[config.mk]
export PLATFORM = sky130hd
export DESIGN_NAME = mpa_alu
export DESIGN_NICKNAME = d
export VERILOG_FILES = /design/src/mpa_pkg.sv /design/src/mpa_alu.sv
export VERILOG_INCLUDE_DIRS = /design/src
export SDC_FILE = /design/constraint.sdc
export NUM_CORES = 1
export LEC_CHECK = 0
export ABC_AREA = 1
export BUFFER_PORTS_ARGS = -buffer_cell sky130_fd_sc_hd__buf_2
export CAP_MARGIN = 20
export CORE_ASPECT_RATIO = 1.1
export CORE_MARGIN = 3
export CORE_UTILIZATION = 53
export DETAILED_ROUTE_END_ITERATION = 6
export PLACE_DENSITY = 0.77
export SLEW_MARGIN = 15
export SYNTH_ARGS = -nofsm -noshare
export SYNTH_HDL_FRONTEND = slang
export SYNTH_SLANG_ARGS = --single-unit
[constraint.sdc]
create_clock -name vclk -period 3.8
set_clock_uncertainty 0.2 [all_clocks]
set_input_delay 0.57 -clock vclk [all_inputs]
set_output_delay 0.57 -clock vclk [all_outputs]
set_load 0.1 [all_outputs]
[src/mpa_params.svh]
// ------------------------------
// Shared widths, reset PC and instruction codes of the MIPS core
// Included by the package and by every RTL file that sizes from these
// ------------------------------
`ifndef MPA_PARAMS_SVH
`define MPA_PARAMS_SVH

// Datapath and instruction word width
`define MPA_DATA_W 32

// Word address widths of the two memories
`define MPA_IMEM_AW 8
`define MPA_DMEM_AW 8

// Register index width (32 registers)
`define MPA_REG_AW 5

// PC value after reset, in words
`define MPA_RESET_PC 0

// Primary opcodes, instr[31:26]
`define MPA_OP_SPECIAL 6'h00
`define MPA_OP_LUI 6'h0F
`define MPA_OP_LW 6'h23
`define MPA_OP_LBU 6'h24
`define MPA_OP_LHU 6'h25

// SPECIAL funct codes, instr[5:0]
`define MPA_FN_ADDU 6'h21
`define MPA_FN_SUBU 6'h23
`define MPA_FN_AND 6'h24
`define MPA_FN_OR 6'h25
`define MPA_FN_XOR 6'h26

`endif

[src/mpa_pkg.sv]
// ------------------------------
// Common types of the MIPS core
// Vector widths and select encodings shared across the module tree
// ------------------------------
`default_nettype none

`include "mpa_params.svh"

package mpa_pkg;

   // Register and memory word
   typedef logic [`MPA_DATA_W-1:0] data_t;

   // Instruction word as fetched
   typedef logic [`MPA_DATA_W-1:0] instr_t;

   // Instruction memory word address
   typedef logic [`MPA_IMEM_AW-1:0] pc_t;

   // Data memory word address
   typedef logic [`MPA_DMEM_AW-1:0] dmem_addr_t;

   // Register number
   typedef logic [`MPA_REG_AW-1:0] reg_idx_t;

   // ALU function select
   typedef enum logic [2:0] {
      ALU_ADD,
      ALU_SUB,
      ALU_AND,
      ALU_OR,
      ALU_XOR
   } alu_op_t;

   // Source of the register write-back word
   typedef enum logic [2:0] {
      WB_ALU,
      WB_LUI,
      WB_BYTE,
      WB_HALF,
      WB_WORD
   } wb_sel_t;

   // Store addressed by the debug port
   typedef enum logic [1:0] {
      DBG_NONE = 2'd0,
      DBG_IM   = 2'd1,
      DBG_DM   = 2'd2,
      DBG_MR   = 2'd3
   } debug_func_t;

endpackage

`default_nettype wire

[src/mpa_alu.sv]
// ------------------------------
// Integer ALU of the core
// Pure combinational, wraps on overflow
// ------------------------------
`default_nettype none

module mpa_alu (
   input  mpa_pkg::alu_op_t  op,
   input  mpa_pkg::data_t    a,
   input  mpa_pkg::data_t    b,
   output mpa_pkg::data_t    result
);

   always_comb begin
      case (op)
         // ADDU and load address
         mpa_pkg::ALU_ADD: result = a + b;
         // SUBU
         mpa_pkg::ALU_SUB: result = a - b;
         mpa_pkg::ALU_AND: result = a & b;
         mpa_pkg::ALU_OR:  result = a | b;
         mpa_pkg::ALU_XOR: result = a ^ b;
         // Unused encodings
         default:          result = '0;
      endcase
   end

endmodule

`default_nettype wire

== Word-level counts from Yosys, hierarchy flattened ==
Cells that the tools add are included.
Word-level totals
  logic and storage cells: 11
  register bits: 0
Cells by class
  muxes and demuxes: 1
  bitwise gates (word level): 3
  reductions and logical operators: 1
  $add $sub $neg: 2
  eq/ne operators: 4
Operators with widths (count)
  one-hot mux 32 bit (5 select lines): 1
  adder 32 bit: 1
  bitwise AND 32 bit: 1
  bitwise OR 32 bit: 1
  subtractor 32 bit: 1
  bitwise XOR 32 bit: 1
  == test 3 x 2 -> 1 bit (second input constant): 2
  == test 3 x 1 -> 1 bit (second input constant): 1
  == test 3 bit (second input constant): 1
  logical NOT 3 bit: 1

== Depth between registers and ports, before layout ==
  word-level depth: 2
  mapped depth: 25

== Worst setup path before layout ==
OpenSTA, ideal clock, no wires.
  path kind: input -> output
  from: input port op[0]
  to: output port result[1]
  slack: -1002 ps
  data required time: 3030 ps
  cell stages on the path: 8
  arrival: 4032 ps
  cells stage by stage: inv_2 -> nor2_1 -> nand2_2 -> buf_4 -> buf_2 -> o21ai_1 -> fa_1 -> o31ai_1
On the way
  word-level cells in the longest chain between the ends: 2
  elaborated cells between the ends (all ways): 6
  classes of those cells: eq/ne (4); mux (1); reduce/logical (1)
RTL lines
  from (decl): RTL line mpa_alu.sv:8  | input mpa_pkg::alu_op_t op,
  == test 3 bit, or another cell as far along: RTL line mpa_alu.sv:15  | case (op)
  one-hot mux 32 bit (5 select lines) (*): RTL line mpa_alu.sv:15
  to (decl): RTL line mpa_alu.sv:11  | output mpa_pkg::data_t result
Mark *: on every way between the ends. The rest lies on a longest branch, timed or not.

== Worst setup path in the final report ==
  from: input port b[7]
  to: output port result[12]
On the way
  word-level cells in the longest chain between the ends: 2
  elaborated cells between the ends (all ways): 3
  classes of those cells: add/sub (2); mux (1)
RTL lines
  from (decl): RTL line mpa_alu.sv:10  | input mpa_pkg::data_t b,
  subtractor 32 bit / adder 32 bit (equally long branches): RTL line mpa_alu.sv:19, mpa_alu.sv:17
  one-hot mux 32 bit (5 select lines) (*): RTL line mpa_alu.sv:15
Marks and branches as above.

==> flow_metrics.py <==
metrics = {
    "route": {
        "initialDrtViolationCount": 1013,
        "drc": 6,
        "wl_per_cell_um": 21.8,
        "vias_per_cell": 6.36,
        "route.vias.total": 8236,
        "wirelength_um": 28200,
        "dr.pass1.iters": 7,
        "detail-route-antenna-nets": 0,
    },
    "setup_path": {
        "worstSetupEndpointType": "primary output",
        "cp_data_required_time_ps": 3030,
        "slowest_delay_ps": 470,
        "path_max_fanout": 5,
        "cp.arrival_ps": 3750,
        "crit_chain": "buf_2 -> inv_1 -> nand2_1 -> nor2_4 -> buf_4 -> buf_6 -> nor2_1 -> xor2_1 -> inv_1 -> ha_4 -> nand2_4 -> inv_2 -> nand2_2 -> nor2_2 -> nand2_1 -> nand3_4 -> or2_2 -> nand3_1 -> nand4_1 -> buf_12",
        "slowest_stage": "nor2_1",
        "crit_cells": 20,
        "path_class": "in2out",
        "crit_buf_inv": 7,
        "path_delay_family": "simple AND/OR/NAND/NOR gates",
        "startpoint_type": "primary input",
    },
    "global_route": {
        "grt_max_degree": 28,
        "antenna_found_initial": 0,
        "overflow": 0,
        "grt_pass1_vias": 7362,
        "grt_usage_pct": 41.4,
        "grt_pass1_wl_um": 35700,
    },
    "worst_hold_path": {
        "worstHoldStart": "b[31]",
        "holdPathStages": 5,
        "holdPathEnd": "result[31]",
        "worstHoldPathType": "in2out",
    },
    "placement": {
        "place_hpwl_um": 16800,
        "placed_cells": 1272,
        "preCtsSetupSlack_ps": -592,
        "gp_congestion": 1.03,
        "io_buffers": 99,
        "post_dp_cell_area_sq_um": 7300,
    },
    "final_layout": {
        "clock_buffers": 0,
        "seq_cells": 0,
        "layout-drive-gt1-share_pct": 40.6,
        "instances_no_fill": 1294,
        "final_common_cell": "nand2_1",
        "n_antenna_cell": 0,
        "syn_to_final_growth_pct": 63.7,
        "layout_common_cells": "nand2_1 (241), inv_1 (165), buf_4 (148)",
        "register_area_sq_um": 0,
        "num-fill-cells": 413,
        "finish.instance_area_sq_um": 8270,
        "final_nets": 1346,
    },
    "yosys": {
        "synth_top_family_by_area": "simple AND/OR/NAND/NOR gates",
        "synth-xor-area-share_pct": 4.85,
        "synthAdderAreaFrac_pct": 24.2,
        "synth-simple-area-share_pct": 44.0,
        "avgSynthCellArea_sq_um": 5.36,
        "ys_seq_area_share_pct": 0,
        "synth_compound_gate_area_share_pct": 11.8,
        "syn_inst": 942,
        "synth_cell_type_count": 35,
        "yosysWarnings": 0,
        "syn_nets": 1106,
        "netlist_area_sq_um": 5050,
        "muxShareOfSynthArea_pct": 0,
    },
    "status": {
        "failed_checks": "design-rule violations, negative setup slack",
        "status": "finished with violations",
    },
    "sta": {
        "tightest_slew_ps": 670,
        "hold_ws_ps": 1530,
        "drv_slew": 0,
        "rsz0062_at_grt": "true",
        "period_share_pct": 119,
        "fmax_mhz": 221,
        "layout_setup_ws_ps": -724,
        "period_minus_slack_ps": 4520,
        "timing_hold_violations_final": 0,
        "setup_violations": 28,
        "slew_headroom_pct": 55.3,
    },
    "floorplan": {
        "dieArea_sq_um": 10700,
        "die_x_um": 99.1,
        "rows": 36,
        "fp.dieH_um": 108,
        "core_area_sq_um": 9050,
        "pin_count": 99,
        "start_util_pct": 55.8,
    },
    "power": {
        "peakVddDrop_mv": 0.182,
        "p_per_area_nw_per_um2": 221,
        "p_leak_nw": 4.63,
    },
    "flow_run": {
        "cap_violations": 0,
    },
}
-- metal layers --
layer,routed length [um],global-route usage (%),up-vias,share of wire (%)
li1,-,-,3439,-
met1,8830,44.0,3630,31
met2,12400,76.2,810,44
met3,3350,5.10,357,12
met4,3540,27.1,0,13
met5,0,0,-,0
-- report_power, final --
group	total [mW]	switching [mW]	internal (mW)	leakage, nW
clock	0	0	0	0
sequential	0	0	0	0
combinational	1.83	1.15	0.674	4.63
total	1.83	1.15	0.674	4.63
-- final cells by class --
cell class	count	area, sq um	share of cell area, %
multi-input combinational	743	5260	63.6
tap	114	143	1.72
inverter	183	713	8.62
timing repair buffer	254	2160	26.1
-- cells by family after synthesis --
kind of cell	Yosys count
AND/OR/NAND/NOR	525
buffers and inverters	199
adder cells (fa/ha/maj)	97
AO/OA/AOI/OAI	93
XOR/XNOR	28
-- metrics by stage --
step                      utilization, %  total power, mW  setup TNS (ps)
final                               91.4             1.83          -15660
after global routing                91.4             1.90          -16990
after CTS                           87.7             1.60           -4370
after detailed placement            80.7             1.47          -10740
after global placement              80.7             1.44           -8590
after floorplan                        -            0.897           -1370
-- worst max path at each step --
stage,slack (ps),start,endpoint
2_1_floorplan,-610,b[1],result[10]
3_3_place_gp,-500,b[1],result[25]
3_5_place_dp,-590,b[1],result[29]
4_1_cts,-280,b[1],result[29]
5_1_grt,-760,b[1],result[17]
6_report,-720,b[7],result[12]
-- worst min-delay path: cells and delay by family --
kind                     cells  cell delay (ps)
AND/OR/NAND/NOR              1               90
AO/OA/AOI/OAI                1               80
adder cells (fa/ha/maj)      1              140
buffers and inverters        2              280
-- cells in the mapped netlist (all sizes together) --
library cell  number  area share [%]
inv              183              14
clkbuf             4            0.30
a221oi            19             3.3
o31ai              2            0.30
o21a               4            0.59
ha                96              24
nor2             112             8.9
xor2              28             4.9
nor3              11             1.7
nand4             10             1.2
o21ai             25             2.5
nand3b            10             1.5
o2111ai            5            0.87
a31oi              1            0.12
or2                8            0.99
o21bai             4            0.59
a21oi             28             2.8
nand3             57             5.9
a21o               2            0.30
a21boi             1            0.15
buf               12             1.4
fa                 1            0.40
o211ai             2            0.30
nand2            317              24
-- timing repair --
action,4_1_cts,5_1_grt
endpoints found under the setup margin,26,28
gates resized for setup,146,65
pin swaps,77,38
setup buffers,13,11
hold buffers,0,0
No activity file was read; power rests on OpenSTA's default activity.
