## config.mk

```make
export PLATFORM = sky130hd
export DESIGN_NAME = mpa_reg_file
export DESIGN_NICKNAME = d
export VERILOG_FILES = /design/src/mpa_pkg.sv /design/src/mpa_reg_file.sv
export VERILOG_INCLUDE_DIRS = /design/src
export SDC_FILE = /design/constraint.sdc
export NUM_CORES = 2
export LEC_CHECK = 0
export BUFFER_PORTS_ARGS = -buffer_cell sky130_fd_sc_hd__buf_2
export CORE_UTILIZATION = 50
export DETAILED_ROUTE_END_ITERATION = 8
export MAX_ROUTING_LAYER = met4
export PLACE_DENSITY = 0.66
export SYNTH_ARGS = -nofsm -noshare
export SYNTH_HDL_FRONTEND = slang
export SYNTH_SLANG_ARGS = --single-unit
```

## constraint.sdc

```tcl
create_clock -name mem_debug_clk_gate -period 3 [get_ports mem_debug_clk_gate]
set_input_delay 0.45 -clock mem_debug_clk_gate [delete_from_list [all_inputs] [get_ports mem_debug_clk_gate]]
set_output_delay 0.45 -clock mem_debug_clk_gate [all_outputs]
set_load 0.02 [all_outputs]
```

## src/mpa_params.svh

```systemverilog
// ------------------------------
// Shared widths, reset PC and instruction codes of the MIPS core
// Included by the package and by every RTL file that sizes from these
// ------------------------------
`ifndef MPA_PARAMS_SVH
`define MPA_PARAMS_SVH

// Datapath and instruction word width
`define MPA_DATA_W 32

// Word address widths of the two memories
`define MPA_IMEM_AW 8
`define MPA_DMEM_AW 8

// Register index width (32 registers)
`define MPA_REG_AW 5

// PC value after reset, in words
`define MPA_RESET_PC 0

// Primary opcodes, instr[31:26]
`define MPA_OP_SPECIAL 6'h00
`define MPA_OP_LUI 6'h0F
`define MPA_OP_LW 6'h23
`define MPA_OP_LBU 6'h24
`define MPA_OP_LHU 6'h25

// SPECIAL funct codes, instr[5:0]
`define MPA_FN_ADDU 6'h21
`define MPA_FN_SUBU 6'h23
`define MPA_FN_AND 6'h24
`define MPA_FN_OR 6'h25
`define MPA_FN_XOR 6'h26

`endif

```

## src/mpa_pkg.sv

```systemverilog
// ------------------------------
// Common types of the MIPS core
// Vector widths and select encodings shared across the module tree
// ------------------------------
`default_nettype none

`include "mpa_params.svh"

package mpa_pkg;

   // Register and memory word
   typedef logic [`MPA_DATA_W-1:0] data_t;

   // Instruction word as fetched
   typedef logic [`MPA_DATA_W-1:0] instr_t;

   // Instruction memory word address
   typedef logic [`MPA_IMEM_AW-1:0] pc_t;

   // Data memory word address
   typedef logic [`MPA_DMEM_AW-1:0] dmem_addr_t;

   // Register number
   typedef logic [`MPA_REG_AW-1:0] reg_idx_t;

   // ALU function select
   typedef enum logic [2:0] {
      ALU_ADD,
      ALU_SUB,
      ALU_AND,
      ALU_OR,
      ALU_XOR
   } alu_op_t;

   // Source of the register write-back word
   typedef enum logic [2:0] {
      WB_ALU,
      WB_LUI,
      WB_BYTE,
      WB_HALF,
      WB_WORD
   } wb_sel_t;

   // Store addressed by the debug port
   typedef enum logic [1:0] {
      DBG_NONE = 2'd0,
      DBG_IM   = 2'd1,
      DBG_DM   = 2'd2,
      DBG_MR   = 2'd3
   } debug_func_t;

endpackage

`default_nettype wire

```

## src/mpa_reg_file.sv

```systemverilog
// ------------------------------
// General purpose registers
// Two reads for the core, one for debug, one shared write port
// ------------------------------
`default_nettype none

`include "mpa_params.svh"

module mpa_reg_file (
   input  wire                mem_debug_clk_gate,
   input  wire                HW_RSTn,
   input  mpa_pkg::reg_idx_t  rs_idx,
   input  mpa_pkg::reg_idx_t  rt_idx,
   input  mpa_pkg::reg_idx_t  dbg_idx,
   input  wire                we,
   input  mpa_pkg::reg_idx_t  w_idx,
   input  mpa_pkg::data_t     w_data,
   output mpa_pkg::data_t     rs_data,
   output mpa_pkg::data_t     rt_data,
   output mpa_pkg::data_t     dbg_data
);

   localparam int NUM_REGS = 1 << `MPA_REG_AW;

   mpa_pkg::data_t regs [NUM_REGS];

   // Register 0 always reads as zero
   function automatic mpa_pkg::data_t read_reg(input mpa_pkg::reg_idx_t idx);
      mpa_pkg::data_t val;
      val = (idx == '0) ? '0 : regs[idx];
      return val;
   endfunction

   // Writes to register 0 dropped
   always_ff @(posedge mem_debug_clk_gate or negedge HW_RSTn) begin
      if (!HW_RSTn) begin
         for (int i = 0; i < NUM_REGS; i++) begin
            regs[i] <= '0;
         end
      end else if (we && (w_idx != '0)) begin
         regs[w_idx] <= w_data;
      end
   end

   // Asynchronous reads
   assign rs_data  = read_reg(rs_idx);
   assign rt_data  = read_reg(rt_idx);
   assign dbg_data = read_reg(dbg_idx);

endmodule

`default_nettype wire

```

# --- After elaboration in Yosys (flattened, before gate mapping) ---
# Index checks and enable logic that the tools add are counted.
totals:
  regBits: 1024
  latchBits: 0
  mem_bits_rw: 0
  rom_bits: 0
  in_bits: 55
  out_inout_bits: 96
  elab_cells: 62
  mem_count: 0
op_classes:
  addsub: 0
  n_mul: 0
  div_mod_pow: 0
  magnitude_cmp: 5
  eq_ne: 0
  n_shift: 0
  n_mux: 15
  bitwise: 4
  reduce_logical: 6
op_table:
  columns: ["cell", "n"]
  rows:
  - ["bitwise mux 1024 bit", 1]
  - ["binary-select mux 32 bit (select 5 bit)", 3]
  - ["2-to-1 mux 32 bit", 10]
  - ["demux 32 bit (select 5 bit)", 1]
  - [">= comparator 6 bit (second input constant)", 4]
  - ["inverter 5 -> 6 bit", 4]
  - ["logical NOT 5 bit", 3]
  - ["< comparator 6 x 1 -> 1 bit (second input constant)", 1]
  - ["nonzero test 5 bit", 1]
  - ["logical AND 1 bit", 2]

# --- Logic depth before layout (Yosys ltp) ---
logic_depth:
  depth_word: 6
  ltp_mapped: 10
  mapped_depth_nobuf: 4

# --- Least setup slack after synthesis ---
# OpenSTA, ideal clock, no wires.
synth_path:
  path_kind: "input port to output port"
  startpoint: "input port rs_idx[2]"
  endpoint: "output port rs_data[1]"
  arrival_ps: 2594
  t_required_ps: 2550
  slack_ps: -44
  path_stages: 6
  n_path_buf: 2
  cell_sequence: "buf_2 or3b_2 buf_2 o221ai_1 a221oi_1 a2111oi_0"
synth_via:
  elab_chain_cells: 5
  elab_cells_between_ends: 6
  classes_between: "mux: 4; bitwise: 1; reduce/logical: 1"
synth_rtl:
  columns: ["element", "line", "source"]
  rows:
  - ["start, declared", "mpa_reg_file.sv:12", "input mpa_pkg::reg_idx_t rs_idx,"]
  - ["inverter 5 -> 6 bit (not written as such)", "mpa_reg_file.sv:30", "val = (idx == '0) ? '0 : regs[idx];"]
  - ["binary-select mux 32 bit (select 5 bit)", "mpa_reg_file.sv:30", null]
  - ["2-to-1 mux 32 bit (not written as such) (2 in a row)", "mpa_reg_file.sv:30", null]
  - ["2-to-1 mux 32 bit *", "mpa_reg_file.sv:30", null]
  - ["end, declared", "mpa_reg_file.sv:18", "output mpa_pkg::data_t rs_data,"]
# Every way passes the cells marked *; elsewhere a longest branch is shown, timed or not. The select of a mux whose other input is x is not followed.

# --- Final worst setup path ---
layout_path:
  startpoint: "register regs[15] in the netlist's numbering"
  endpoint: "output port dbg_data[15]"
layout_via:
  elab_chain_cells: 4
layout_rtl:
  columns: ["element", "line", "source"]
  rows:
  - ["start, declared", "mpa_reg_file.sv:25", "mpa_pkg::data_t regs [NUM_REGS];"]
  - ["start signal, assigned by index", "mpa_reg_file.sv:41", "regs[w_idx] <= w_data;"]
  - ["binary-select mux 32 bit (select 5 bit)", "mpa_reg_file.sv:30", null]
  - ["2-to-1 mux 32 bit (not written as such) (2 in a row)", "mpa_reg_file.sv:30", null]
  - ["2-to-1 mux 32 bit", "mpa_reg_file.sv:30", null]
  - ["end, declared", "mpa_reg_file.sv:20", "output mpa_pkg::data_t dbg_data"]
# No other way between the ends. The select of a mux whose other input is x is not followed.

==> summary by stage <==
Run status
The run finished, with violations left. The checks that failed: setup timing.

Global route
The via count of the first global-routing pass is approximately 46000. The overall overflow remaining after global route is 0. The number of antenna violations at the first check in global routing was 8. The first-pass GRT wire length is 337000 µm. The maximum number of pins on one net before global-route repair is ~110. Across every metal layer, demand over resource in global routing totals 0.382.

Floorplanning
Row generation in the floorplan step produced between 100 and 150 rows. The area enclosed by the die boundary is 0.126 mm². Pin placement for this block handled approximately 150 I/O pins. The effective utilization at floorplan is 0.504. The die outline width is 355 µm. The area of the core region is ~0.12 mm². The height of the die is approximately 360 µm.

Final layout
For this run, the share of the core covered by cells in the final layout is 0.613. The net count of the finished layout is about 4600. Compared with the post-synthesis result, the final layout area differs by 21.6%. The number of filler instances in the final layout is around 9200.

The register with the most flip-flops in the layout has just over 1000 of them. The share of final-layout standard cells stronger than drive strength 1 is 0.630. In the final layout, the registers with the most flip-flops are regs x1024. The register with the most flip-flops in the final layout is regs.

Routing
Summing over every cut layer, the via total after detailed routing is ~46000. Once detail routing completed, the nets flagged for antenna violations numbered 0. The per-cell routed wire length is 36.9 µm. After detailed routing, the total wire length is between 200000 and 250000 µm.

After detailed routing, the number of remaining DRC violations is 0. The DRC marker count from the first detailed-route iteration is 5582. The number of vias per cell is 7.27. For this run, the detailed router's first-pass iteration total came to 5.

Critical path
The worst setup slack for register-to-register paths is between 1.5 and 2 ns. In this run the critical register-to-register path is launched from regs[288]. Counting cells, the worst reg-to-reg path comes to 3. At the worst endpoint, the arrival time is between 2 and 3 ns. The required time reported for the critical path endpoint is between 2 and 3 ns. The slowest cell on the critical path is sky130_fd_sc_hd__mux4_2. STA classifies the critical path startpoint as a flip-flop. The critical path goes through mux4_2 > mux4_2 > o22ai_4 > nor3_2 > buf_6 > buf_6. In this run the critical register-to-register path is captured at regs[288]. The nature of the critical path endpoint is an output pin.

In this design, the stage delay of the slowest critical-path cell is roughly 0.53 ns. Along the worst path, the maximum fanout reaches 4. The worst setup path is of the flip-flop to output pin kind.

STA
In the finished design, the share of the clock period the worst path needs comes to 1.05. Measured against its own limit, the worst slew margin works out to 0.276. The final hold violation count is 0.

For the final routed database, the setup TNS stands at -1.54 ns. Setup repair after global routing could not meet its margin everywhere. The maximum achievable frequency is roughly 0.32 GHz.

The setup skew after layout is 0 ns. For the finished layout, the period the worst path requires is 3.16 ns. The hold slack is roughly 0.23 ns. The count of pins over their slew limit is 0.

The transition at the pin with the smallest max-transition slack is around 1.1 ns. The final worst slack is -0.161 ns. The number of failing setup endpoints in the final timing report is 31.

Min path
The worst hold path belongs to the class input port to async pin.

Synthesis
The number of distinct library cell variants in the gate-level netlist after synthesis is between 40 and 50. The warning count from the yosys run is 0. The number of nets in the synthesized netlist is 4259. The post-synthesis instance area is between 0.06 and 0.07 mm². The number of standard cells after synthesis is approximately 4200.

The fraction of registers with async set/reset is 1.00. The primary flip-flop cell chosen by synthesis mapping is sky130_fd_sc_hd__dfrtp_1. Yosys mapped a number of flops with a built-in enable equal to 0.

The post-synthesis area per instance is 14.8 µm². The share of the Yosys chip area taken by registers is 0.411. The post-synthesis register bit count is approximately 1000.

Placement
The detailed placement HPWL is approximately 150000 µm. The routability congestion estimate is 0.925. In this run the tool buffered the top-level ports with 150 buffer cells.

CTS
In this run the deepest clock path goes through 3 buffers. Clock-pin slew was measured on the worst setup and hold paths at 0.06 ns. The number of clock buffers inserted by TritonCTS is between 100 and 150. The H-tree depth reported by CTS is 3.

CTS placed an instance of sky130_fd_sc_hd__clkbuf_16 at the clock tree root. The clock reaches the later pin of the worst-skew pair after 0.73 ns. TritonCTS built the clock tree. The count of clock tree sinks is a little over 1000.

Power and ir drop
The power density normalized to cell area is ~630 mW/mm². The peak supply drop is between 500 and 600 µV. The sequential cell fraction of total power is 0.401. Total power for the finished layout comes to between 40 and 50 mW. For this design the total switching power over the nets is 14.4 mW. The clock share of power is 0.326. Of the total power, the share spent switching nets is 0.301. The part of the total power dissipated in combinational logic is 0.273. Internal power comes to between 30 and 40 mW.

Summed over all cells, the static leakage comes to around 32 nW.

Flow run
Max-cap violations in this run came to 0.
==> worst max path at each step <==
stage                    from            to
detailed placement  rs_idx[0]    rs_data[7]
CTS                  regs[15]  dbg_data[15]
finish               regs[15]  dbg_data[15]
global placement    rs_idx[0]    rs_data[7]
floorplan           rs_idx[0]    rs_data[2]
global route         regs[15]  dbg_data[15]
==> cells in the mapped netlist (49+ instances only) <==
| cell | number | area [µm²] |
|---|---|---|
| sky130_fd_sc_hd__a22oi_1 | 79 | 593 |
| sky130_fd_sc_hd__a211oi_1 | 56 | 420 |
| sky130_fd_sc_hd__buf_4 | 49 | 368 |
| sky130_fd_sc_hd__mux2_2 | 1056 | 11900 |
| sky130_fd_sc_hd__clkbuf_1 | 267 | 1000 |
| sky130_fd_sc_hd__mux4_2 | 680 | 15300 |
| sky130_fd_sc_hd__buf_2 | 111 | 556 |
| sky130_fd_sc_hd__nor3_1 | 67 | 335 |
| sky130_fd_sc_hd__dfrtp_1 | 1024 | 25600 |
| sky130_fd_sc_hd__o22ai_1 | 94 | 588 |
| sky130_fd_sc_hd__nor2b_1 | 50 | 313 |
| sky130_fd_sc_hd__mux2i_1 | 283 | 2830 |
| sky130_fd_sc_hd__buf_1 | 66 | 248 |
==> layer usage <==
layer / vias to the layer above / global-route usage / share of wire / wire length (µm)
met2: 3203 / 0.536 / 0.44 / 103000
met4: 0 / 0.176 / 0.048 / 11100
met1: 24360 / 0.505 / 0.38 / 88000
li1: 17560 / - / - / -
met5: - / - / 0 / 0
met3: 650 / 0.125 / 0.13 / 30400
==> cells by family after synthesis <==
family	after synthesis	share of synthesized area
muxes	2019	0.482
DFF	1024	0.411
buffers and inverters	513	0.0382
AOI/OAI and AO/OA	403	0.0476
and+or+nand+nor	245	0.0216
==> final cells by class <==
class                      instances  area (µm²)  share of cell area
timing repair buffer             743        7480              0.0986
tap                             1637        2050              0.0270
clock inverter                    66        1010              0.0133
inverter                           2        7.51           0.0000990
clock buffer                     146        3140              0.0414
sequential                      1024       25600               0.338
antenna                           10        25.0            0.000330
multi-input combinational       2667       36500               0.481
==> what timing repair did <==
item / in CTS / in global routing
cloned: 3 / 0
endpoints found under the setup margin: 87 / 78
hold buffers: 1 / 0
gates resized for setup: 343 / 77
hold endpoints to repair: 19 / 0
setup buffers: 95 / 63
pin swaps: 95 / 37
==> stage by stage <==
step / worst slack (ns) / cell area (µm²) / std cells
2_1_floorplan: 0.0295 / 62400 / 4204
3_3_place_gp: -0.507 / 68400 / 5938
3_5_place_dp: -0.514 / 68400 / 5938
4_1_cts: -0.183 / 74900 / 6227
5_1_grt: -0.170 / 75800 / 6292
6_report: -0.161 / 75800 / 6295
==> cell usage in the layout, fill, tap and decap left out, types with 42 or more instances in the layout <==
cell type	instances
sky130_fd_sc_hd__a22oi_1	78
sky130_fd_sc_hd__buf_12	137
sky130_fd_sc_hd__buf_2	81
sky130_fd_sc_hd__buf_4	467
sky130_fd_sc_hd__buf_6	43
sky130_fd_sc_hd__clkbuf_16	113
sky130_fd_sc_hd__dfrtp_1	1024
sky130_fd_sc_hd__mux2_2	1053
sky130_fd_sc_hd__mux2i_1	281
sky130_fd_sc_hd__mux4_2	680
sky130_fd_sc_hd__nor2b_1	42
sky130_fd_sc_hd__o22ai_1	51
==> critical path, delay by kind of cell (launching register included) <==
family          cells  cell delay, ns
mux                 2            1.04
flops               1            0.42
buf+inv             2            0.30
simple gates        1            0.06
compound gates      1            0.15
==> power groups by stage <==
stage	registers [mW]	logic (mW)	clock network [mW]
floorplan	18.3	8.33	0
global placement	19.2	11.2	0
detailed placement	19.3	11.4	0
CTS	19.0	12.6	15.7
global route	19.5	13.7	16.3
finish	19.2	13.1	15.6
No activity file was read; power rests on OpenSTA's default activity.
