$ cat src/mpa_params.svh
// ------------------------------
// Shared widths, reset PC and instruction codes of the MIPS core
// Included by the package and by every RTL file that sizes from these
// ------------------------------
`ifndef MPA_PARAMS_SVH
`define MPA_PARAMS_SVH

// Datapath and instruction word width
`define MPA_DATA_W 32

// Word address widths of the two memories
`define MPA_IMEM_AW 8
`define MPA_DMEM_AW 8

// Register index width (32 registers)
`define MPA_REG_AW 5

// PC value after reset, in words
`define MPA_RESET_PC 0

// Primary opcodes, instr[31:26]
`define MPA_OP_SPECIAL 6'h00
`define MPA_OP_LUI 6'h0F
`define MPA_OP_LW 6'h23
`define MPA_OP_LBU 6'h24
`define MPA_OP_LHU 6'h25

// SPECIAL funct codes, instr[5:0]
`define MPA_FN_ADDU 6'h21
`define MPA_FN_SUBU 6'h23
`define MPA_FN_AND 6'h24
`define MPA_FN_OR 6'h25
`define MPA_FN_XOR 6'h26

`endif

$ cat src/mpa_pkg.sv
// ------------------------------
// Common types of the MIPS core
// Vector widths and select encodings shared across the module tree
// ------------------------------
`default_nettype none

`include "mpa_params.svh"

package mpa_pkg;

   // Register and memory word
   typedef logic [`MPA_DATA_W-1:0] data_t;

   // Instruction word as fetched
   typedef logic [`MPA_DATA_W-1:0] instr_t;

   // Instruction memory word address
   typedef logic [`MPA_IMEM_AW-1:0] pc_t;

   // Data memory word address
   typedef logic [`MPA_DMEM_AW-1:0] dmem_addr_t;

   // Register number
   typedef logic [`MPA_REG_AW-1:0] reg_idx_t;

   // ALU function select
   typedef enum logic [2:0] {
      ALU_ADD,
      ALU_SUB,
      ALU_AND,
      ALU_OR,
      ALU_XOR
   } alu_op_t;

   // Source of the register write-back word
   typedef enum logic [2:0] {
      WB_ALU,
      WB_LUI,
      WB_BYTE,
      WB_HALF,
      WB_WORD
   } wb_sel_t;

   // Store addressed by the debug port
   typedef enum logic [1:0] {
      DBG_NONE = 2'd0,
      DBG_IM   = 2'd1,
      DBG_DM   = 2'd2,
      DBG_MR   = 2'd3
   } debug_func_t;

endpackage

`default_nettype wire

$ cat src/mpa_core_datapath.sv
// ------------------------------
// Core datapath around the ALU
// PC, operand select, write-back shaping and register write mux
// ------------------------------
`default_nettype none

`include "mpa_params.svh"

module mpa_core_datapath (
   input  wire                  mem_debug_clk_gate,
   input  wire                  HW_RSTn,
   input  wire                  mem_debug,
   input  mpa_pkg::instr_t      instr,
   input  wire                  reg_we,
   input  wire                  dest_is_rd,
   input  wire                  op_imm,
   input  mpa_pkg::wb_sel_t     wb_sel,
   input  mpa_pkg::data_t       rs_data,
   input  mpa_pkg::data_t       rt_data,
   input  mpa_pkg::data_t       alu_result,
   input  mpa_pkg::data_t       load_data,
   input  wire                  dbg_we,
   input  mpa_pkg::reg_idx_t    dbg_idx,
   input  mpa_pkg::data_t       dbg_wdata,
   output mpa_pkg::pc_t         pc,
   output mpa_pkg::reg_idx_t    rs_idx,
   output mpa_pkg::reg_idx_t    rt_idx,
   output mpa_pkg::data_t       alu_a,
   output mpa_pkg::data_t       alu_b,
   output mpa_pkg::dmem_addr_t  load_addr,
   output logic                 rf_we,
   output mpa_pkg::reg_idx_t    rf_idx,
   output mpa_pkg::data_t       rf_wdata
);

   localparam int IMM_EXT_W = `MPA_DATA_W - 16;

   mpa_pkg::reg_idx_t rd_idx;
   mpa_pkg::data_t    imm_sext;
   mpa_pkg::data_t    wb_data;
   logic              core_we;

   // PC steps one word per instruction and freezes during debug hold
   always_ff @(posedge mem_debug_clk_gate or negedge HW_RSTn) begin
      if (!HW_RSTn) begin
         pc <= mpa_pkg::pc_t'(`MPA_RESET_PC);
      end else if (!mem_debug) begin
         pc <= pc + mpa_pkg::pc_t'(1);
      end
   end

   // Register fields
   assign rs_idx = instr[25:21];
   assign rt_idx = instr[20:16];
   assign rd_idx = instr[15:11];

   // Offset for loads
   assign imm_sext = {{IMM_EXT_W{instr[15]}}, instr[15:0]};

   // Operand select
   assign alu_a = rs_data;
   assign alu_b = op_imm ? imm_sext : rt_data;

   // Loads address words with the upper sum bits dropped
   assign load_addr = alu_result[`MPA_DMEM_AW-1:0];

   // Write-back word with zero fill for unsigned loads
   always_comb begin
      case (wb_sel)
         mpa_pkg::WB_LUI:  wb_data = {instr[15:0], {IMM_EXT_W{1'b0}}};
         mpa_pkg::WB_BYTE: wb_data = {{(`MPA_DATA_W - 8){1'b0}}, load_data[7:0]};
         mpa_pkg::WB_HALF: wb_data = {{IMM_EXT_W{1'b0}}, load_data[15:0]};
         mpa_pkg::WB_WORD: wb_data = load_data;
         default:          wb_data = alu_result;
      endcase
   end

   // Core writes suppressed while held
   assign core_we = reg_we & ~mem_debug;

   // Debug write takes the port over the core
   assign rf_we    = dbg_we | core_we;
   assign rf_idx   = dbg_we ? dbg_idx : (dest_is_rd ? rd_idx : rt_idx);
   assign rf_wdata = dbg_we ? dbg_wdata : wb_data;

endmodule

`default_nettype wire

$ cat config.mk
export PLATFORM = sky130hd
export DESIGN_NAME = mpa_core_datapath
export DESIGN_NICKNAME = d
export VERILOG_FILES = /design/src/mpa_pkg.sv /design/src/mpa_core_datapath.sv
export VERILOG_INCLUDE_DIRS = /design/src
export SDC_FILE = /design/constraint.sdc
export NUM_CORES = 1
export LEC_CHECK = 0
export BUFFER_PORTS_ARGS = -buffer_cell sky130_fd_sc_hd__buf_2
export CORE_AREA = 2 2 131 133
export CTS_CLUSTER_SIZE = 14
export DETAILED_ROUTE_END_ITERATION = 10
export DIE_AREA = 0 0 133 135
export SLEW_MARGIN = 10
export SYNTH_ARGS = -nofsm -noshare
export SYNTH_HDL_FRONTEND = slang
export SYNTH_SLANG_ARGS = --single-unit
$ cat constraint.sdc
create_clock -name mem_debug_clk_gate -period 4.48 [get_ports mem_debug_clk_gate]
set_clock_uncertainty 0.1 [all_clocks]
set_input_delay 0.896 -clock mem_debug_clk_gate [delete_from_list [all_inputs] [get_ports mem_debug_clk_gate]]
set_output_delay 0.896 -clock mem_debug_clk_gate [all_outputs]
set_load 0.01 [all_outputs]
* Word-level counts from Yosys, hierarchy flattened
Cells that the tools add are included.
Storage, ports and cells: register bits 8, input port bits 207, output and inout port bits 128
Operators by class: add/sub/neg operators 1, equality and inequality tests 4, multiplexer cells 5, bitwise gates (word level) 3
Operators with widths (count):
- 32-bit case mux with 4 select lines | 1
- 32-bit 2-to-1 mux | 2
- 5-bit 2-to-1 mux | 2
- 8-bit by 1-bit adder with 8-bit output, second input constant | 1
- 3-bit by 2-bit equality test with 1-bit output, second input constant | 2
- 3-bit by 1-bit equality test with 1-bit output, second input constant | 1
- 3-bit equality test, second input constant | 1
- 1-bit AND | 1
- 1-bit inverter | 1
- 1-bit OR | 1

* Longest topological paths before layout
Gate-level depths: netlist (run 1).
word-level depth 3, gate-level depth with buffers 5

* Worst setup path before layout (run 1)
OpenSTA, ideal clock, no wires.
kind in2out, start in wb_sel[0], end out rf_wdata[12], arrival 1830 ps, required time 3484 ps, path slack 1654 ps, stages on the path 4, cell sequence or3_4 a21oi_4 buf_6 a221o_1
On the way: word-level cells in the longest chain between the ends 3, elaborated cells between the ends (all ways) 6
Ends and longest elaborated chain:
- from (decl) | line mpa_core_datapath.sv:17 | input mpa_pkg::wb_sel_t wb_sel,
- 3-bit equality test, or another cell as far along | line mpa_core_datapath.sv:69 | case (wb_sel)
- 32-bit case mux with 4 select lines (*) | line mpa_core_datapath.sv:69
- 32-bit 2-to-1 mux (*) | line mpa_core_datapath.sv:84 | assign rf_wdata = dbg_we ? dbg_wdata : wb_data;
- to (decl) | line mpa_core_datapath.sv:33 | output mpa_pkg::data_t rf_wdata
Mark *: on every way between the ends. The rest lies on a longest branch, timed or not.

* Final worst setup path (run 1)
start in wb_sel[0], end out rf_wdata[30]
Same word-level chain as after synthesis.

==> results of run 1 <==
-- synthesized netlist by cell type, types with 4 or more instances --
cell type / instances / area [sq um]
buf_4: 50 / 375.4
a221o_1: 32 / 320.3
nand3b_1: 32 / 240.2
o21ai_0: 22 / 110.1
inv_1: 18 / 67.56
a21oi_1: 16 / 80.08
and2_1: 16 / 100.1
mux2_2: 16 / 180.2
clkbuf_1: 14 / 52.55
nand2_1: 9 / 33.78
dfrtp_1: 8 / 200.2
mux2i_1: 5 / 50.05
buf_2: 4 / 20.02
xnor2_1: 4 / 35.03
-- per-stage QoR --
| step | instance area, sq um | power [uW] |
|---|---|---|
| global placement | 3153 | 521.4 |
| CTS | 3228 | 677.8 |
| global route | 3228 | 719.3 |
| floorplan | 2064 | 370.0 |
| finish | 3228 | 672.5 |
| detailed placement | 3153 | 523.5 |
-- how the worst max path moves through the flow --
stage | startpoint | end | cells past startpoint
after floorplan | wb_sel[0] | rf_wdata[12] | 4
after global placement | wb_sel[0] | rf_wdata[15] | 6
after detailed placement | wb_sel[0] | rf_wdata[30] | 6
after CTS | wb_sel[0] | rf_wdata[30] | 6
after global routing | wb_sel[0] | rf_wdata[4] | 6
final | wb_sel[0] | rf_wdata[30] | 6
-- area by class of cell --
| cell class | count | area [sq um] |
|---|---|---|
| multi-input combinational | 171 | 1311 |
| timing repair buffer | 256 | 1299 |
| tap | 220 | 275.3 |
| clock buffer | 3 | 75.07 |
| sequential | 8 | 200.2 |
| inverter | 18 | 67.56 |
| fill | 1844 | 13180 |
-- layer usage --
| metal | part of all wire, % | vias up |
|---|---|---|
| li1 | - | 1302 |
| met1 | 41 | 1191 |
| met2 | 49 | 138 |
| met3 | 6.8 | 30 |
| met4 | 3.3 | 2 |
| met5 | 0.13 | - |
-- critical path, delay by kind of cell --
family / cells / cell delay [ps]
buffers and inverters: 3 / 670
AOI/OAI and AO/OA: 2 / 610
and+or+nand+nor: 1 / 480
-- power by group --
| group | switching (uW) | leakage [uW] | internal (uW) |
|---|---|---|---|
| registers | 36.8 | 0.0000998 | 104 |
| clock network | 34.9 | 0.0000370 | 115 |
| logic | 189 | 0.00156 | 193 |
| total | 261 | 0.00170 | 412 |
-- logic make-up (layout without fill, tap and decap cells) --
group	count (synthesis)	after routing	synth area share, %
simple gates	67	67	21.82
compound gates	75	75	26.97
mux	21	21	11.15
buf+inv	90	277	26.79
xor+xnor	7	7	2.970
flops	8	8	9.697
fa+ha+maj	1	1	0.6060
==> results.yml, run 1 <==
outcome:
  status: "completed"
floorplanning:
  die_h_microns: 135
  rows: 47
  die_w_microns: 133
  initial_core_util_pct: 12.58
  design.core.area_sq_mm: 0.01641
  die_area_sq_mm: 0.01796
  ios: 335
sta:
  min_period_ps: 3663
  min_period_over_period_pct: 81.76
  rsz0062_at_grt: "no"
  setup-tns-final_ps: 0
  worst_slack_ps: 817.3
  setup_viol: 0
  max_freq_ghz: 0.2730
  max_slew_margin_pct: 59.29
  drv_slew: 0
  hold_ws_ps: 366.4
  worst_pin_slew_ps: 610.7
  hold_viol: 0
critical_path:
  end_kind: "output pin"
  r2r-end: "pc[6]$_DFFE_PN0N_"
  r2r_cells: 4
  cpPeakStageDelay_ps: 480
  crit_chain: "buf_2 -> or3_4 -> a21oi_4 -> buf_12 -> a221o_1 -> buf_2"
  worst_path_max_delay_cell: "or3_4"
  arrival_ps: 2670
  r2r_start: "pc[0]$_DFFE_PN0N_"
  required_ps: 3480
  crit_fanout: 36
  cp_common_cell: "buf_2"
  crit_type: "input pin to output pin"
  r2r_setup_slack_ps: 3180
  start_kind: "input pin"
grt:
  grt_pass1_wl_microns: 14220
  use_met2_pct: 17.39
  grtUsageMet3_pct: 1.914
  grt.total_usage_pct: 9.990
  grt_max_degree: 37
  grt_pass1_vias: 2549
  grt-ovfl-total: 0
  antenna_found_initial: 1
  grt.busiest_layer: "met2"
  use_met1_pct: 12.22
routing:
  finalWirelength_microns: 9727
  vias_per_cell: 3.939
  drc: 0
  via_count: 2663
  antenna_left: 0
  drtIter0Drc: 157
  wl_per_cell_microns: 14.39
  firstDrtPassIters: 4
cells_and_area:
  layout.cells.non_filler: 676
  area_growth_pct: 56.36
  final_common_cell: "buf_2"
  final_cell_mix: "254 x buf_2, 32 x nand3b_1, 32 x a221o_1, 22 x o21ai_0, 18 x inv_1"
  post-route-util_pct: 19.68
  largest_register_ffs: 8
  antenna_cells: 0
  final_layout_size_suffix_gt1_share_pct: 61.62
  reg_top3: "pc: 8 flops"
  fin_nets: 666
  largest_register: "pc"
placement:
  place_hpwl_microns: 8013
  gp_congestion: 0.7018
  post-place-ws_ps: 794.7
  io_buffers: 254
  placedCellCount: 673
worst_hold_path:
  holdPathStages: 1
  hold_class: "flop to flop"
  worstHoldEndpoint: "pc[7]$_DFFE_PN0N_"
  hp-start: "pc[7]$_DFFE_PN0N_"
clock_network:
  clk_pin_slew_worst_paths_ps: 30
  cts_made_buffers: 3
  cts.sinks: 8
  postCtsSetupBuffers: 0
  cts_tree: "built"
  h-tree-depth: 1
  cts_root_buffer: "clkbuf_16"
  cts_resized: 0
  cts_buffer_depth: 2
  clock_latency_ps: 230
  hold_buffers: 0
synth:
  syn_area_sq_mm: 0.002064
  async_reset_ff_share_pct: 100.0
  ys_ff_latch: 8
  synth_seq_area_share_pct: 9.697
  syn_area_per_cell_sq_um: 7.675
  synth_top_flop_cell: "dfrtp_1"
  syn-instance-count: 269
  synth_edf_count: 0
  yosys.cell_types.count: 31
  yosys_warnings: 0
  synth_nets: 477
pwr:
  ir_drop_uv: 195.1
  p_leak_uw: 0.001697
  p_per_area_mw_per_mm2: 208.3
job:
  max_cap_viol_count: 0
Power figures use the tool's default switching activity.
==> run 2: changes to the inputs <==
Clock period 4.48 ns to 3.05 ns, I/O delays scaled along.
==> results.yml, run 2 (synthesis results as in run 1) <==
job:
  max_cap_viol_count: 0
sta:
  worst_pin_slew_ps: 419.8
  hold_ws_ps: 112.3
  setup_viol: 0
  rsz0062_at_grt: "no"
  min_period_over_period_pct: 87.44
  hold_viol: 0
  drv_slew: 0
  setup-tns-final_ps: 0
  max_slew_margin_pct: 71.95
  max_freq_ghz: 0.3750
  min_period_ps: 2667
routing:
  finalWirelength_microns: 9705
  vias_per_cell: 3.996
  firstDrtPassIters: 4
  drc: 0
  wl_per_cell_microns: 14.21
  antenna_left: 0
  via_count: 2729
  drtIter0Drc: 94
critical_path:
  path_buf_inv: 3
  cpPeakStageDelay_ps: 500
  crit_end: "rf_wdata[13]"
  crit_type: "input pin to output pin"
  arrival_ps: 1960
  r2r_setup_slack_ps: 1750
  cp_top_family: "simple AND/OR/NAND/NOR gates"
  required_ps: 2340
  crit_fanout: 14
  end_kind: "output pin"
  critical_path_cell_count: 6
  worst_path_max_delay_cell: "or4b_4"
  cp_common_cell: "buf_2"
  r2r_cells: 4
  cp-startpoint: "wb_sel[2]"
  start_kind: "input pin"
  crit_chain: "buf_2 -> buf_4 -> or4b_4 -> o21ai_2 -> a221o_1 -> buf_2"
  r2r-end: "pc[6]$_DFFE_PN0N_"
  r2r_start: "pc[0]$_DFFE_PN0N_"
grt:
  grt-ovfl-total: 0
  grt.total_usage_pct: 9.879
  grt_pass1_wl_microns: 14010
  grt_max_degree: 25
  grt_pass1_vias: 2548
  antenna_found_initial: 0
floorplanning:
  ios: 335
  rows: 47
  die_area_sq_mm: 0.01796
  die_w_microns: 133
  die_h_microns: 135
  design.core.area_sq_mm: 0.01641
  initial_core_util_pct: 12.58
pwr:
  seq_power_share_pct: 20.9
  p_int_uw: 609.0
  swShare_pct: 38.66
  p_leak_uw: 0.001728
  ir_drop_uv: 200.0
  power_switching_uw: 383.8
  power.share.clock_pct: 22.3
  p_per_area_mw_per_mm2: 303.8
  p_comb_share_pct: 56.8
clock_network:
  cts.sinks: 8
  clock_latency_ps: 230
  cts_made_buffers: 3
  hold_buffers: 0
  cts_resized: 0
  clk_pin_slew_worst_paths_ps: 40
  h-tree-depth: 1
  postCtsSetupBuffers: 0
  cts_buffer_depth: 2
  cts_root_buffer: "clkbuf_16"
  cts_tree: "built"
cells_and_area:
  seqCellArea_sq_um: 200.2
  final_layout_size_suffix_gt1_share_pct: 62.20
  reg_top3: "pc: 8 flops"
  multi_input_area_sq_mm: 0.001311
  final_cell_mix: "254 x buf_2, 32 x nand3b_1, 32 x a221o_1, 22 x o21ai_0, 18 x inv_1"
  area_growth_pct: 58.30
  largest_register: "pc"
  antenna_cells: 0
  fillers: 1832
  fin_nets: 673
  final_common_cell: "buf_2"
  largest_register_ffs: 8
  post-route-util_pct: 19.92
outcome:
  status: "completed"
placement:
  place_hpwl_microns: 8271
  io_buffers: 254
  gp_congestion: 0.7188
worst_hold_path:
  hold_class: "input pin to asynchronous set/reset pin"
[run 2: changes by cell type in the layout (fill, tap and decap cells not counted), sizes merged]
cell / before / now
buf: 256 / 263
[run 2: worst reg2reg max path, delay by kind of cell, from the launching register on]
family / cells / cell delay [ps]
xor+xnor: 1 / 140
fa+ha+maj: 1 / 190
simple gates: 2 / 340
flops: 1 / 410
[run 2: power groups by stage]
| stage | Combinational, uW | Sequential (uW) | Clock [uW] |
|---|---|---|---|
| 2_1_floorplan | 325 | 219 | 0 |
| 3_3_place_gp | 564 | 206 | 0 |
| 3_5_place_dp | 568 | 209 | 0 |
| 4_1_cts | 570 | 207 | 224 |
| 5_1_grt | 620 | 217 | 228 |
| 6_report | 564 | 207 | 222 |
[run 2: final cells by class]
type	instances	area share, %
multi-input combinational	171	40.12
timing repair buffer	263	40.96
sequential	8	6.126
clock buffer	3	2.297
tap	220	8.423
inverter	18	2.067
[run 2: worst min path at each step]
stage               startpoint           endpoint  slack [ps]
floorplan              HW_RSTn  pc[0]$_DFFE_PN0N_         210
global placement       HW_RSTn  pc[6]$_DFFE_PN0N_         360
detailed placement     HW_RSTn  pc[6]$_DFFE_PN0N_         360
CTS                    HW_RSTn  pc[3]$_DFFE_PN0N_         110
global route           HW_RSTn  pc[6]$_DFFE_PN0N_         130
finish                 HW_RSTn  pc[6]$_DFFE_PN0N_         110
[run 2: stage by stage]
| step | total power (uW) | instance area, sq um | setup WS (ps) | std cells |
|---|---|---|---|---|
| after detailed placement | 776.4 | 3193 | 407.7 | 680 |
| after global placement | 769.9 | 3193 | 405.7 | 680 |
| after floorplan | 543.5 | 2064 | 796.2 | 269 |
| after global routing | 1065 | 3268 | 305.8 | 683 |
| final | 992.7 | 3268 | 383.2 | 683 |
| after CTS | 1001 | 3268 | 397.5 | 683 |
[run 2: metal layers]
metal,up-vias,global-route usage [%],share of wire [%]
met3,27,2.027,7.9
li1,1315,-,-
met5,-,0,0
met1,1243,11.70,40
met2,144,17.65,50
met4,0,3.584,3.0
